### config.mk
export PLATFORM = sky130hd
export DESIGN_NAME = mini_mcu_top
export DESIGN_NICKNAME = d
export VERILOG_FILES = /design/src/verilog/mcu_bus_pkg.sv /design/src/verilog/mcu_pad_pkg.sv /design/src/verilog/apb_reg_front.sv /design/src/verilog/cmd_fifo.sv /design/src/verilog/gpio_irq_bank.sv /design/src/verilog/mini_mcu_top.sv
export SDC_FILE = /design/constraint.sdc
export NUM_CORES = 1
export LEC_CHECK = 0
export BUFFER_PORTS_ARGS = -buffer_cell sky130_fd_sc_hd__buf_2
export CAP_MARGIN = 20
export CORE_MARGIN = 3
export CORE_UTILIZATION = 49
export DETAILED_ROUTE_END_ITERATION = 10
export PLACE_DENSITY = 0.71
export SLEW_MARGIN = 5
export SYNTH_ARGS = -nofsm -noshare
export SYNTH_HDL_FRONTEND = slang
export SYNTH_HIERARCHICAL = 1
export SYNTH_SLANG_ARGS = --single-unit
### constraint.sdc
create_clock -name clk_i -period 3.7 [get_ports clk_i]
set_input_delay 0.74 -clock clk_i [delete_from_list [all_inputs] [get_ports clk_i]]
set_output_delay 0.74 -clock clk_i [all_outputs]
set_load 0.02 [all_outputs]
### src/verilog/mcu_bus_pkg.sv
// ====================
// mcu bus package
// APB types, register indices, posted write commands and the address map
// ====================
`default_nettype none

package mcu_bus_pkg;

  localparam int MCU_WORD_W = 32;
  localparam int MCU_ADDR_W = 8;

  typedef logic [MCU_WORD_W-1:0] mcu_word_t;
  typedef logic [MCU_ADDR_W-1:0] mcu_addr_t;

  typedef struct packed {
    logic      psel;
    logic      penable;
    logic      pwrite;
    mcu_addr_t paddr;
    mcu_word_t pwdata;
  } apb_req_t;

  typedef struct packed {
    logic      pready;
    logic      pslverr;
    mcu_word_t prdata;
  } apb_rsp_t;

  // writable registers only
  typedef enum logic [2:0] {
    REG_GPIO_OUT,
    REG_GPIO_OE,
    REG_IRQ_EN,
    REG_IRQ_PEND,
    REG_MSIP
  } reg_idx_e;

  typedef struct packed {
    reg_idx_e  idx;
    mcu_word_t data;
  } reg_cmd_t;

  localparam mcu_addr_t ADDR_GPIO_OUT = 8'h00;
  localparam mcu_addr_t ADDR_GPIO_OE = 8'h04;
  localparam mcu_addr_t ADDR_GPIO_IN = 8'h08;
  localparam mcu_addr_t ADDR_IRQ_EN = 8'h0C;
  localparam mcu_addr_t ADDR_IRQ_PEND = 8'h10;
  localparam mcu_addr_t ADDR_MSIP = 8'h14;
  localparam mcu_addr_t ADDR_IRQ_VEC = 8'h18;

  localparam int CMD_FIFO_DEPTH = 4;

endpackage

`default_nettype wire

### src/verilog/mcu_pad_pkg.sv
// ====================
// mcu pad package
// GPIO widths, interrupt word layout and register view
// ====================
`default_nettype none

package mcu_pad_pkg;

  localparam int GPIO_W = 32;
  // pins 0..7 form the always-on bank
  localparam int GPIO_AO_W = 8;
  localparam int IRQ_W = 32;

  typedef logic [GPIO_W-1:0] gpio_word_t;
  typedef logic [GPIO_AO_W-1:0] gpio_ao_t;
  typedef logic [IRQ_W-1:0] irq_vector_t;

  // fixed positions in the core interrupt word
  localparam int IRQ_SOFTWARE_BIT = 3;
  localparam int IRQ_TIMER0_BIT = 7;
  localparam int IRQ_EXTERNAL_BIT = 11;
  localparam int IRQ_FAST_LSB = 16;
  localparam int FAST_W = 15;

  typedef logic [FAST_W-1:0] fast_irq_t;

  typedef struct packed {
    logic [3:0] timer;
    logic       dma_done;
    logic       spi;
    logic       spi_flash;
    logic       external;
  } irq_src_t;

  typedef struct packed {
    gpio_word_t  gpio_out;
    gpio_word_t  gpio_oe;
    gpio_word_t  gpio_in;
    gpio_ao_t    irq_en;
    gpio_ao_t    irq_pend;
    irq_vector_t msip;
    irq_vector_t irq_vec;
  } reg_view_t;

endpackage

`default_nettype wire

### src/verilog/apb_reg_front.sv
// ====================
// APB register front
// decodes accesses, posts writes as commands and serves reads
// ====================
`timescale 1ns/1ps
`default_nettype none

module apb_reg_front (
  input  wire logic                  clk_i,
  input  wire logic                  arst_n_i,
  input  wire mcu_bus_pkg::apb_req_t apb_req_i,
  output mcu_bus_pkg::apb_rsp_t      apb_rsp_o,
  input  wire mcu_pad_pkg::reg_view_t view_i,
  input  wire logic                  fifo_full_i,
  input  wire logic                  fifo_empty_i,
  output mcu_bus_pkg::reg_cmd_t      cmd_o,
  output logic                       cmd_push_o
);

  import mcu_bus_pkg::*;
  import mcu_pad_pkg::*;

  logic      done_q;
  logic      access;
  logic      addr_ok;
  logic      wr_ok;
  logic      err;
  logic      wr_go;
  logic      rd_go;
  logic      ready;
  reg_idx_e  cmd_idx;
  mcu_word_t rdata;

  // address decode
  always_comb begin
    addr_ok = 1'b1;
    wr_ok   = 1'b1;
    cmd_idx = REG_GPIO_OUT;
    rdata   = '0;
    case (apb_req_i.paddr)
      ADDR_GPIO_OUT: rdata = view_i.gpio_out;
      ADDR_GPIO_OE: begin
        cmd_idx = REG_GPIO_OE;
        rdata   = view_i.gpio_oe;
      end
      ADDR_GPIO_IN: begin
        wr_ok = 1'b0;
        rdata = view_i.gpio_in;
      end
      ADDR_IRQ_EN: begin
        cmd_idx = REG_IRQ_EN;
        rdata   = mcu_word_t'(view_i.irq_en);
      end
      ADDR_IRQ_PEND: begin
        cmd_idx = REG_IRQ_PEND;
        rdata   = mcu_word_t'(view_i.irq_pend);
      end
      ADDR_MSIP: begin
        cmd_idx = REG_MSIP;
        rdata   = view_i.msip;
      end
      ADDR_IRQ_VEC: begin
        wr_ok = 1'b0;
        rdata = view_i.irq_vec;
      end
      default: begin
        addr_ok = 1'b0;
        wr_ok   = 1'b0;
      end
    endcase
  end

  assign access = apb_req_i.psel && apb_req_i.penable && !done_q;
  assign err    = access && (!addr_ok || (apb_req_i.pwrite && !wr_ok));
  // writes wait for room, reads wait until all posted writes landed
  assign wr_go  = access && apb_req_i.pwrite && wr_ok && !fifo_full_i;
  assign rd_go  = access && !apb_req_i.pwrite && addr_ok && fifo_empty_i;
  assign ready  = err || wr_go || rd_go;

  assign cmd_push_o = wr_go;
  assign cmd_o      = '{idx: cmd_idx, data: apb_req_i.pwdata};
  assign apb_rsp_o  = '{pready: ready, pslverr: err, prdata: rdata};

  always_ff @(posedge clk_i or negedge arst_n_i) begin
    if (!arst_n_i) begin
      done_q <= 1'b0;
    end else if (!(apb_req_i.psel && apb_req_i.penable)) begin
      done_q <= 1'b0;
    end else if (ready) begin
      done_q <= 1'b1;
    end
  end

endmodule

`default_nettype wire

### src/verilog/cmd_fifo.sv
// ====================
// command FIFO
// first-word-fall-through buffer for posted register writes
// ====================
`timescale 1ns/1ps
`default_nettype none

module cmd_fifo #(
  parameter int DEPTH = mcu_bus_pkg::CMD_FIFO_DEPTH
) (
  input  wire logic                  clk_i,
  input  wire logic                  arst_n_i,
  input  wire logic                  push_i,
  input  wire mcu_bus_pkg::reg_cmd_t data_i,
  output logic                       full_o,
  output logic                       empty_o,
  output logic                       valid_o,
  output mcu_bus_pkg::reg_cmd_t      data_o,
  input  wire logic                  pop_i
);

  localparam int PTR_W = (DEPTH > 1) ? $clog2(DEPTH) : 1;
  localparam int CNT_W = $clog2(DEPTH + 1);
  localparam logic [PTR_W-1:0] LAST = PTR_W'(DEPTH - 1);

  mcu_bus_pkg::reg_cmd_t mem [DEPTH];

  logic [PTR_W-1:0] wr_ptr_q;
  logic [PTR_W-1:0] rd_ptr_q;
  logic [CNT_W-1:0] count_q;
  logic             do_push;
  logic             do_pop;

  assign full_o  = (count_q == CNT_W'(DEPTH));
  assign empty_o = (count_q == '0);
  assign valid_o = !empty_o;
  assign data_o  = mem[rd_ptr_q];

  // a full FIFO ignores pushes, nothing is overwritten
  assign do_push = push_i && !full_o;
  assign do_pop  = pop_i && !empty_o;

  always_ff @(posedge clk_i) begin
    if (do_push) begin
      mem[wr_ptr_q] <= data_i;
    end
  end

  always_ff @(posedge clk_i or negedge arst_n_i) begin
    if (!arst_n_i) begin
      wr_ptr_q <= '0;
      rd_ptr_q <= '0;
      count_q  <= '0;
    end else begin
      if (do_push) begin
        wr_ptr_q <= (wr_ptr_q == LAST) ? '0 : wr_ptr_q + 1'b1;
      end
      if (do_pop) begin
        rd_ptr_q <= (rd_ptr_q == LAST) ? '0 : rd_ptr_q + 1'b1;
      end
      count_q <= count_q + CNT_W'(do_push) - CNT_W'(do_pop);
    end
  end

endmodule

`default_nettype wire

### src/verilog/gpio_irq_bank.sv
// ====================
// GPIO and interrupt bank
// pin registers, always-on edge interrupts, core interrupt word
// ====================
`timescale 1ns/1ps
`default_nettype none

module gpio_irq_bank (
  input  wire logic                    clk_i,
  input  wire logic                    arst_n_i,
  input  wire logic                    cmd_valid_i,
  input  wire mcu_bus_pkg::reg_cmd_t   cmd_i,
  output logic                         cmd_pop_o,
  input  wire mcu_pad_pkg::gpio_word_t gpio_i,
  output mcu_pad_pkg::gpio_word_t      gpio_o,
  output mcu_pad_pkg::gpio_word_t      gpio_oe_o,
  input  wire mcu_pad_pkg::irq_src_t   irq_src_i,
  output mcu_pad_pkg::irq_vector_t     irq_o,
  output mcu_pad_pkg::reg_view_t       view_o
);

  import mcu_bus_pkg::*;
  import mcu_pad_pkg::*;

  gpio_word_t  gpio_out_q;
  gpio_word_t  gpio_oe_q;
  gpio_ao_t    irq_en_q;
  gpio_ao_t    irq_pend_q;
  logic        msip_q;
  gpio_word_t  sync1_q;
  gpio_word_t  sync2_q;
  gpio_ao_t    ao_last_q;
  gpio_ao_t    ao_rise;
  gpio_ao_t    pend_clr;
  fast_irq_t   fast;
  irq_vector_t irq_vec;

  // one command per cycle
  assign cmd_pop_o = cmd_valid_i;

  always_ff @(posedge clk_i or negedge arst_n_i) begin
    if (!arst_n_i) begin
      gpio_out_q <= '0;
      gpio_oe_q  <= '0;
      irq_en_q   <= '0;
      msip_q     <= 1'b0;
    end else if (cmd_valid_i) begin
      case (cmd_i.idx)
        REG_GPIO_OUT: gpio_out_q <= cmd_i.data;
        REG_GPIO_OE:  gpio_oe_q <= cmd_i.data;
        REG_IRQ_EN:   irq_en_q <= cmd_i.data[GPIO_AO_W-1:0];
        REG_MSIP:     msip_q <= cmd_i.data[0];
        default: ;
      endcase
    end
  end

  // two-flop input synchronizer, plus last value of the always-on pins
  always_ff @(posedge clk_i or negedge arst_n_i) begin
    if (!arst_n_i) begin
      sync1_q   <= '0;
      sync2_q   <= '0;
      ao_last_q <= '0;
    end else begin
      sync1_q   <= gpio_i;
      sync2_q   <= sync1_q;
      ao_last_q <= sync2_q[GPIO_AO_W-1:0];
    end
  end

  assign ao_rise = sync2_q[GPIO_AO_W-1:0] & ~ao_last_q;

  always_comb begin
    pend_clr = '0;
    if (cmd_valid_i && cmd_i.idx == REG_IRQ_PEND) begin
      pend_clr = cmd_i.data[GPIO_AO_W-1:0];
    end
  end

  // write-1-to-clear, a new edge in the same cycle wins
  always_ff @(posedge clk_i or negedge arst_n_i) begin
    if (!arst_n_i) begin
      irq_pend_q <= '0;
    end else begin
      irq_pend_q <= (irq_pend_q & ~pend_clr) | (ao_rise & irq_en_q);
    end
  end

  assign fast = {
    1'b0,
    irq_pend_q,
    irq_src_i.spi_flash,
    irq_src_i.spi,
    irq_src_i.dma_done,
    irq_src_i.timer[3:1]
  };

  always_comb begin
    irq_vec                              = '0;
    irq_vec[IRQ_SOFTWARE_BIT]            = msip_q;
    irq_vec[IRQ_TIMER0_BIT]              = irq_src_i.timer[0];
    irq_vec[IRQ_EXTERNAL_BIT]            = irq_src_i.external;
    irq_vec[IRQ_FAST_LSB+:FAST_W]        = fast;
  end

  assign irq_o     = irq_vec;
  assign gpio_o    = gpio_out_q;
  assign gpio_oe_o = gpio_oe_q;

  assign view_o = '{
    gpio_out: gpio_out_q,
    gpio_oe:  gpio_oe_q,
    gpio_in:  sync2_q,
    irq_en:   irq_en_q,
    irq_pend: irq_pend_q,
    msip:     irq_vector_t'(msip_q),
    irq_vec:  irq_vec
  };

endmodule

`default_nettype wire

### src/verilog/mini_mcu_top.sv
// ====================
// mini mcu top
// APB front, command FIFO and GPIO/interrupt bank
// ====================
`timescale 1ns/1ps
`default_nettype none

module mini_mcu_top (
  input  wire logic                     clk_i,
  input  wire logic                     arst_n_i,
  input  wire mcu_bus_pkg::apb_req_t    apb_req_i,
  output mcu_bus_pkg::apb_rsp_t         apb_rsp_o,
  input  wire mcu_pad_pkg::gpio_word_t  gpio_i,
  output mcu_pad_pkg::gpio_word_t       gpio_o,
  output mcu_pad_pkg::gpio_word_t       gpio_oe_o,
  input  wire mcu_pad_pkg::irq_src_t    irq_src_i,
  output mcu_pad_pkg::irq_vector_t      irq_o
);

  import mcu_bus_pkg::*;
  import mcu_pad_pkg::*;

  reg_cmd_t  push_cmd;
  reg_cmd_t  head_cmd;
  reg_view_t view;
  logic      cmd_push;
  logic      cmd_pop;
  logic      cmd_valid;
  logic      fifo_full;
  logic      fifo_empty;

  apb_reg_front u_front (
    .clk_i        (clk_i),
    .arst_n_i     (arst_n_i),
    .apb_req_i    (apb_req_i),
    .apb_rsp_o    (apb_rsp_o),
    .view_i       (view),
    .fifo_full_i  (fifo_full),
    .fifo_empty_i (fifo_empty),
    .cmd_o        (push_cmd),
    .cmd_push_o   (cmd_push)
  );

  cmd_fifo #(
    .DEPTH (CMD_FIFO_DEPTH)
  ) u_fifo (
    .clk_i    (clk_i),
    .arst_n_i (arst_n_i),
    .push_i   (cmd_push),
    .data_i   (push_cmd),
    .full_o   (fifo_full),
    .empty_o  (fifo_empty),
    .valid_o  (cmd_valid),
    .data_o   (head_cmd),
    .pop_i    (cmd_pop)
  );

  gpio_irq_bank u_bank (
    .clk_i       (clk_i),
    .arst_n_i    (arst_n_i),
    .cmd_valid_i (cmd_valid),
    .cmd_i       (head_cmd),
    .cmd_pop_o   (cmd_pop),
    .gpio_i      (gpio_i),
    .gpio_o      (gpio_o),
    .gpio_oe_o   (gpio_oe_o),
    .irq_src_i   (irq_src_i),
    .irq_o       (irq_o),
    .view_o      (view)
  );

endmodule

`default_nettype wire
======== After elaboration in Yosys (flattened, before gate mapping) ========
Memory sizes are Yosys's and may differ from the RTL's.
Cells that the tools add are included.
cells by class
  add/sub/neg operators ................... 4
  reductions and logical operators ........ 30
  equal/unequal tests ..................... 14
  multiplexer cells ....................... 11
  bitwise operators ....................... 7
operators with widths
  kind                                                              number
  32-bit one-hot mux with 7 select lines                            1
  8-bit bitwise AND                                                 3
  8-bit by 5-bit == test with 1-bit output (second input constant)  3
  8-bit by 4-bit == test with 1-bit output (second input constant)  2
  8-bit inverter                                                    2
  1-bit logical AND                                                 12
  3-bit one-hot mux with 4 select lines                             1
  8-bit by 3-bit == test with 1-bit output (second input constant)  1
  8-bit zero test                                                   1
  8-bit 2-to-1 mux                                                  1
  8-bit bitwise OR                                                  1
  2-bit AND reduction                                               4
  7-bit OR reduction                                                1
  3-bit by 2-bit == test with 1-bit output (second input constant)  2
  3-bit == test (second input constant)                             2
  1-bit zero test                                                   6
  3-bit zero test                                                   2
  1-bit 2-to-1 mux                                                  6
  5-bit OR reduction                                                1
  2-bit by 1-bit adder with 2-bit output (second input constant)    2
  2-bit == test (second input constant)                             2
  2-bit 2-to-1 mux                                                  2
  3-bit by 1-bit adder with 3-bit output                            1
  3-bit by 1-bit == test with 1-bit output (second input constant)  1
  4 further kinds                                                   6
storage, ports and cells
  input port bits ......................... 85
  logic and storage cells ................. 79
  register bits ........................... 161
  memory bits (writable) .................. 140
  memories kept ........................... 1
memories
  name        depth  width  rd ports  clocked after memory_dff  write ports  RTL line        source
  u_fifo.mem  4      35     1         0                         1            cmd_fifo.sv:26  mcu_bus_pkg::reg_cmd_t mem [DEPTH];

======== Longest topological paths before layout ========
Gate-level depths: netlist of the first run.
  depth in word-level cells ............... 11
  depth in mapped cells ................... 13

======== Cells and area by module ========
The synthesis of the first run kept the hierarchy.
modules (own cells, without submodules)
  module         area an instance (um^2)  cells each  instances
  gpio_irq_bank  6211.0                   434         1
  cmd_fifo       5559.1                   223         1
  apb_reg_front  1935.6                   280         1

======== Worst setup path after synthesis of the first run ========
OpenSTA, ideal clock, no wires.
  path kind ............................... input to register
  start ................................... input port apb_req_i[37] (netlist bit)
  end ..................................... register u_fifo.count_q[2]
  cell stages on the path ................. 13
  path slack .............................. 0.029 ns
  arrival ................................. 3.548 ns
  required time ........................... 3.577 ns
  path through ............................ or3_1 -> buf_2 -> a211o_1 -> or4b_4 -> inv_1 -> nor2b_1 -> inv_1 -> ha_1 -> inv_1 -> ha_1 -> fa_1 -> xnor2_1 -> xnor2_1
between the ends
  longest elaborated chain between the ends .. 8
  elaborated cells on any way between the ends .. 12
RTL lines
  what                                                              RTL line             source
  start, declared                                                   mini_mcu_top.sv:11   input wire mcu_bus_pkg::apb_req_t apb_req_i,
  8-bit by 3-bit == test with 1-bit output (tied with other cells)  apb_reg_front.sv:40  case (apb_req_i.paddr)
  5-bit OR reduction (no source line) *                             --
  1-bit 2-to-1 mux *                                                apb_reg_front.sv:40
  1-bit logical AND * (2 in a row)                                  apb_reg_front.sv:76  assign wr_go = access && apb_req_i.pwrite && wr_ok && !fifo_full_i;
  named net cmd_push                                                mini_mcu_top.sv:26   logic cmd_push;
  1-bit logical AND *                                               cmd_fifo.sv:40       assign do_push = push_i && !full_o;
  3-bit by 1-bit adder with 3-bit output *                          cmd_fifo.sv:61       count_q <= count_q + CNT_W'(do_push) - CNT_W'(do_pop);
  3-bit by 1-bit subtractor with 3-bit output *                     cmd_fifo.sv:61
  end signal, assigned                                              cmd_fifo.sv:61
  end, declared                                                     cmd_fifo.sv:30       logic [CNT_W-1:0] count_q;
Mark *: on every way through the listed nets, which the timed path passes. The rest lies on a longest branch.
A chain may end at the register's enable or synchronous reset.

==> results of run 1 <==
-- final timing paths --
kind                              startpoint                 end  depth (start not counted)
setup / recovery               apb_req_i[37]       apb_rsp_o[31]                          6
hold / removal                      arst_n_i  u_bank/sync1_q[28]                          1
setup reg to reg              u_front/done_q   u_fifo/count_q[2]                         11
hold reg to reg            u_bank/sync1_q[8]   u_bank/sync2_q[8]                          0
max in group asynchronous           arst_n_i   u_bank/sync2_q[0]                          2
min in group clk_i                gpio_i[20]  u_bank/sync1_q[20]                          1
-- flip-flops by register name, summed over array words and instances (netlist names) --
register           count
u_bank/msip_q          1
u_bank/gpio_oe_o      32
u_front/done_q         1
u_bank/sync1_q        32
u_fifo/count_q         3
u_bank/sync2_q        32
u_bank/irq_pend_q      8
u_bank/ao_last_q       8
u_bank/irq_en_q        8
u_bank/gpio_o         32
u_fifo/rd_ptr_q        2
u_fifo/wr_ptr_q        2
u_fifo/mem           140
-- routing by layer --
layer  part of all wire [%]  wire length, µm
met5                   0.23               69
met4                    1.9              569
met3                    6.4             1916
met2                     47            13970
met1                     45            13310
-- final cells by class --
class                           instances  area (µm²)  area share (%)
Clock buffer                           43       894.6           5.945
Inverter                               18       67.56          0.4490
Multi-Input combinational cell        438        3908           25.97
Clock inverter                         18       173.9           1.156
Sequential cell                       301        8235           54.73
Antenna cell                            2       5.005         0.03326
Timing Repair Buffer                  230        1297           8.623
Tap cell                              372       465.4           3.093
-- layout by cell type (no fill, tap or decap), types with 6 or more instances in the layout --
| cell | instances |
|---|---|
| nand3b_1 | 12 |
| nand2b_1 | 9 |
| conb_1 | 61 |
| clkbuf_1 | 8 |
| mux4_1 | 7 |
| inv_1 | 18 |
| clkbuf_16 | 34 |
| a22oi_1 | 37 |
| nor2_1 | 19 |
| buf_4 | 26 |
| o21ai_0 | 7 |
| o22ai_1 | 17 |
| mux2i_1 | 18 |
| edfxtp_1 | 140 |
| nand2_1 | 17 |
| mux2_2 | 98 |
| dfrtp_1 | 159 |
| clkinv_1 | 6 |
| ha_1 | 7 |
| a21oi_1 | 25 |
| buf_2 | 198 |
| mux4_2 | 28 |
| o211ai_1 | 8 |
-- power by group --
| part | switching, mW | internal (mW) | total (mW) |
|---|---|---|---|
| registers | 0.559 | 4.03 | 4.59 |
| clock network | 1.30 | 1.87 | 3.17 |
| logic | 1.69 | 1.37 | 3.06 |
| total | 3.55 | 7.28 | 10.8 |
-- through the flow --
step | instances | instance area [µm²]
6_report | 1422 | 15050
4_1_cts | 1420 | 15040
5_1_grt | 1420 | 15040
2_1_floorplan | 997 | 13930
3_5_place_dp | 1359 | 13970
3_3_place_gp | 1359 | 13970
-- cell families (layout without fill, tap and decap cells) --
logic type	count (synthesis)	count (layout)	synth area share, %
AO/OA/AOI/OAI	109	109	5.368
XOR/XNOR	3	3	0.1917
adder cells (fa/ha/maj)	8	8	0.7851
buffers and inverters	258	309	13.27
flip-flops	301	301	60.07
multiplexers	156	156	15.72
other	1	63	0.02736
AND/OR/NAND/NOR	101	101	4.565
-- worst max-delay path, delay by kind of cell --
family | cells | cell delay [ns]
AND/OR/NAND/NOR | 2 | 1.14
buffers and inverters | 3 | 0.59
AO/OA/AOI/OAI | 1 | 0.29
==> impl_metrics.csv, run 1 <==
group,metric,value,unit
timing,drv_slew,0,
timing,final.min_clock_period,3.513,ns
drt,route.detailed.wl_per_inst,20.98,µm
power_and_ir_drop,p_leak,6.188,nW
worst_setup_path,cp-start-kind,"input pin",
grt,grt_pass1_vias,7406,
drt,firstDrtPassIters,7,
layout,fillerInstances,2202,
place,gp_congestion,0.8193,
worst_setup_path,crit_chain,"buf_2, or3_1, buf_4, or3_1, o22ai_1, buf_2",
synth,synth_ff_type,"dfrtp_1",
timing,finalHoldViolations,0,
timing,fin_skew,0.02639,ns
synth,yosysMostFrequentCell,"buf_4",
cts,postCtsSetupRepairBufs,0,
drt,detail_route.iter0.violations,506,
floorplanning,core_area,0.02725,mm²
floorplanning,row_count,60,
floorplanning,die_y,173.2,µm
drt,vias,7446,
timing,hold_ws,0.2917,ns
worst_setup_path,worst_setup_path_end_kind,"output pin",
synth,synth_top_area_share,30.67,%
synth,synth.distinct_cells,58,
power_and_ir_drop,power_density,719.2,mW/mm²
run,drv_cap,0,
power_and_ir_drop,peakVddDrop,268.2,µV
grt,gr-usage-met1,28.24,%
cts,tritoncts,"yes",
synth,synthTopCellsByArea,"edfxtp_1 31%, dfrtp_1 29%, buf_4 11%",
floorplanning,design.die.area,0.03001,mm²
cts,cts.repair.resized,0,
timing,final.setup.tns,0,ns
worst_setup_path,max_stage_delay,0.70,ns
place,port_buffers,199,
cts,clk_pin_slew_worst_paths,0.06,ns
synth,netlist_instances,937,
floorplanning,fp.dieW,173.2,µm
synth,synth-edff-count,140,
floorplanning,start_util,50.29,%
place,place_ws,0.01474,ns
place,post-dp-hpwl,20910,µm
worst_setup_path,path_max_fanout,34,
cts,postCtsHoldBufs,0,
cts,clk_path_buf_depth,3,
floorplanning,ioPinCount,215,
min_path,hold_path_class,"input pin to asynchronous set/reset pin",
synth,syn_area_per_cell,14.63,µm²
worst_setup_path,critPathKind,"input pin to output pin",
synth,ys_warn_count,6,
drt,routed_wl,29840,µm
grt,use_met3,4.621,%
worst_setup_path,ff2ff_setup_slack,0.89,ns
drt,drc,0,
worst_setup_path,crit_arrival,2.77,ns
cts,cts_root_buf,"clkbuf_16",
synth,yosysTopAreaCell,"edfxtp_1",
layout,final_nets,1116,
timing,worst_slew_pin_slew,0.8015,ns
layout,utilization,55.22,%
layout,drive_gt1_share,40.27,%
grt,grt_overflow,0,
grt,grt_max_degree,85,
synth,synth_area,0.01371,mm²
grt,use_met2,30.74,%
grt,top_usage_layer,"met2",
layout,syn_to_final_growth,9.786,%
worst_setup_path,cp.required,2.96,ns
timing,max_freq,284.6,MHz
synth,postSynth.asyncResetShare,53.49,%
cts,cts_buffers,34,
timing,slew_headroom,46.56,%
cts,insertion_delay,0.51,ns
grt,antenna_found_initial,6,
synth,ys_seq_area_share,60.07,%
power_and_ir_drop,finalPower,10.82,mW
worst_setup_path,cpMaxStageDelayCell,"or3_1",
grt,grt_pass1_wl,45940,µm
timing,rsz0062_at_grt,"no",
timing,fin_crit_sh,94.95,%
cts,clock-sinks,301,
grt,grt_use_total,19.76,%
cts,htreeDepth,2,
drt,drtAntennaViolNets,0,
timing,finalSetupViolations,0,
timing,setup_ws,0.1869,ns
synth,synth-seq-cells,301,
drt,via_per_inst,5.236,
outcome,status,"finished, final reports clean",
synth,synth_common_cells,"195 x buf_4, 161 x dfrtp_1, 140 x edfxtp_1, 98 x mux2_2, 37 x a22oi_1",
(Power assumes the default switching activity.)
==> run 2, diff against run 1 <==
==> constraint.sdc (replaced) <==
create_clock -name clk_i -period 3.7 [get_ports clk_i]
set_input_delay 0.74 -clock clk_i [delete_from_list [all_inputs] [get_ports clk_i]]
set_output_delay 0.74 -clock clk_i [all_outputs]
set_load 0.1 [all_outputs]
==> run 2 against run 1 <==
  * Highest routed layer unchanged
  * Clock skew shrank 0.014 ns
  * Worst hold slack worse by 0.098 ns
  * Non-clock buffer count grew 5
  * Register-to-register slack barely moved
  * Sequential power about the same
  * Largest cell class unchanged
  * Fmax down 2.2%
  * Die area did not move
  * First-iteration DRC count decreased by 12%
  * Routed wire length grew 3.0%
  * Critical path type unchanged
==> impl_metrics.csv, run 2 (same netlist as run 1, synthesis figures left out) <==
group,metric,value,unit
outcome,status,"finished, final reports clean",
power_and_ir_drop,peakVddDrop,509.3,µV
cts,tritoncts,"yes",
layout,final_common_cell,"buf_2",
power_and_ir_drop,p_leak,6.360,nW
place,port_buffers,199,
timing,max_freq,278.4,MHz
cts,htreeDepth,1,
worst_setup_path,crit_arrival,2.85,ns
timing,drv_slew,0,
timing,finalHoldViolations,0,
layout,drive_gt1_share,42.23,%
floorplanning,die_y,173.2,µm
floorplanning,start_util,50.29,%
place,place_inst,1364,
cts,insertion_delay,0.55,ns
timing,final.setup.tns,0,ns
timing,finalSetupViolations,0,
timing,fin_skew,0.01281,ns
floorplanning,fp.dieW,173.2,µm
worst_setup_path,cp.required,2.96,ns
worst_setup_path,cp-start-kind,"input pin",
drt,routed_wl,30740,µm
cts,postCtsHoldBufs,0,
floorplanning,ioPinCount,215,
timing,slew_headroom,54.34,%
timing,final.min_clock_period,3.591,ns
drt,vias,7510,
cts,cts_root_buf,"clkbuf_16",
layout,final_nets,1118,
place,gp_congestion,0.8027,
timing,rsz0062_at_grt,"no",
layout,fillerInstances,2124,
cts,clk_pin_slew_worst_paths,0.06,ns
worst_setup_path,cpMaxStageDelayCell,"or3_2",
worst_setup_path,crit_top_cell,"buf_4",
grt,grt_max_degree,71,
drt,firstDrtPassIters,5,
layout,largest_reg_flops,140,
cts,clk_path_buf_depth,3,
drt,route.detailed.wl_per_inst,21.63,µm
grt,antenna_found_initial,6,
layout,antennaDiodeCount,0,
cts,cts.repair.resized,0,
layout,multi_input_area,0.003971,mm²
floorplanning,core_area,0.02725,mm²
grt,grt_overflow,0,
place,post-dp-hpwl,21220,µm
drt,drtAntennaViolNets,0,
cts,clock-sinks,301,
worst_setup_path,critPathKind,"input pin to output pin",
drt,detail_route.iter0.violations,445,
grt,grt_pass1_wl,47350,µm
power_and_ir_drop,power_density,871.4,mW/mm²
layout,regMostFlops,"u_fifo/mem",
worst_setup_path,worst_setup_path_end_kind,"output pin",
drt,via_per_inst,5.285,
grt,grt_use_total,20.29,%
run,drv_cap,0,
timing,fin_crit_sh,97.07,%
timing,worst_slew_pin_slew,0.6849,ns
layout,seqCellArea,0.008235,mm²
cts,cts_buffers,31,
cts,postCtsSetupRepairBufs,0,
layout,finalNonFillerCells,1421,
min_path,hold_path_class,"input pin to asynchronous set/reset pin",
worst_setup_path,crit_chain,"buf_2, or3_2, buf_4, or3_1, buf_4, o22ai_1, buf_12",
floorplanning,row_count,60,
layout,final_cell_mix,"166 x buf_2, 159 x dfrtp_1, 140 x edfxtp_1",
drt,drc,0,
power_and_ir_drop,finalPower,13.72,mW
floorplanning,design.die.area,0.03001,mm²
worst_setup_path,max_stage_delay,0.51,ns
grt,grt_pass1_vias,7735,
layout,syn_to_final_growth,14.90,%
worst_setup_path,path_max_fanout,34,
## run 2: final timing paths
path                                         from             endpoint  slack, ns  depth (start not counted)
worst max-delay path                apb_req_i[37]        apb_rsp_o[31]       0.11                          7
worst min-delay path                     arst_n_i   u_bank/sync1_q[21]       0.19                          1
worst max register to register     u_front/done_q    u_fifo/count_q[2]       0.88                         11
worst min register to register  u_bank/sync1_q[5]    u_bank/sync2_q[5]       0.35                          0
max in group asynchronous                arst_n_i  u_bank/gpio_oe_o[1]       2.67                          2
min in group clk_i                     gpio_i[31]   u_bank/sync1_q[31]       0.30                          1
## run 2: power breakdown
part	switching [mW]	leakage, nW	internal, mW
Combinational	4.31	2.67	1.39
Sequential	0.545	3.13	4.03
Clock	1.25	0.560	2.19
Total	6.11	6.36	7.61
## run 2: layout make-up
type | instances | share of cell area, %
sequential | 301 | 52.30
multi-input combinational | 438 | 25.22
timing repair buffer | 235 | 11.85
clock buffer | 36 | 5.172
tap | 372 | 2.956
clock inverter | 21 | 2.082
inverter | 18 | 0.4290
## run 2: worst max-delay path: cells and delay by family
| kind | cells | cell delay [ns] |
|---|---|---|
| AOI/OAI and AO/OA | 1 | 0.34 |
| buffers and inverters | 4 | 0.84 |
| and+or+nand+nor | 2 | 0.91 |
## run 2: layer usage
layer / global-route usage [%] / wire (µm)
met5: 0 / 79
met3: 4.862 / 2021
met2: 32.09 / 14480
met4: 5.338 / 799
met1: 28.54 / 13360
## run 2: metrics by stage
| stage | hold WS (ns) | setup slack, ns | utilization, % | instance area [µm²] |
|---|---|---|---|---|
| 2_1_floorplan | 0.3312 | -0.4925 | - | 13990 |
| 3_3_place_gp | 0.3317 | -0.001069 | 53.60 | 14610 |
| 3_5_place_dp | 0.3356 | -0.09207 | 53.60 | 14610 |
| 4_1_cts | 0.2183 | 0.1156 | 57.79 | 15750 |
| 5_1_grt | 0.2417 | 0.01655 | 57.79 | 15750 |
| 6_report | 0.1941 | 0.1086 | 57.79 | 15750 |
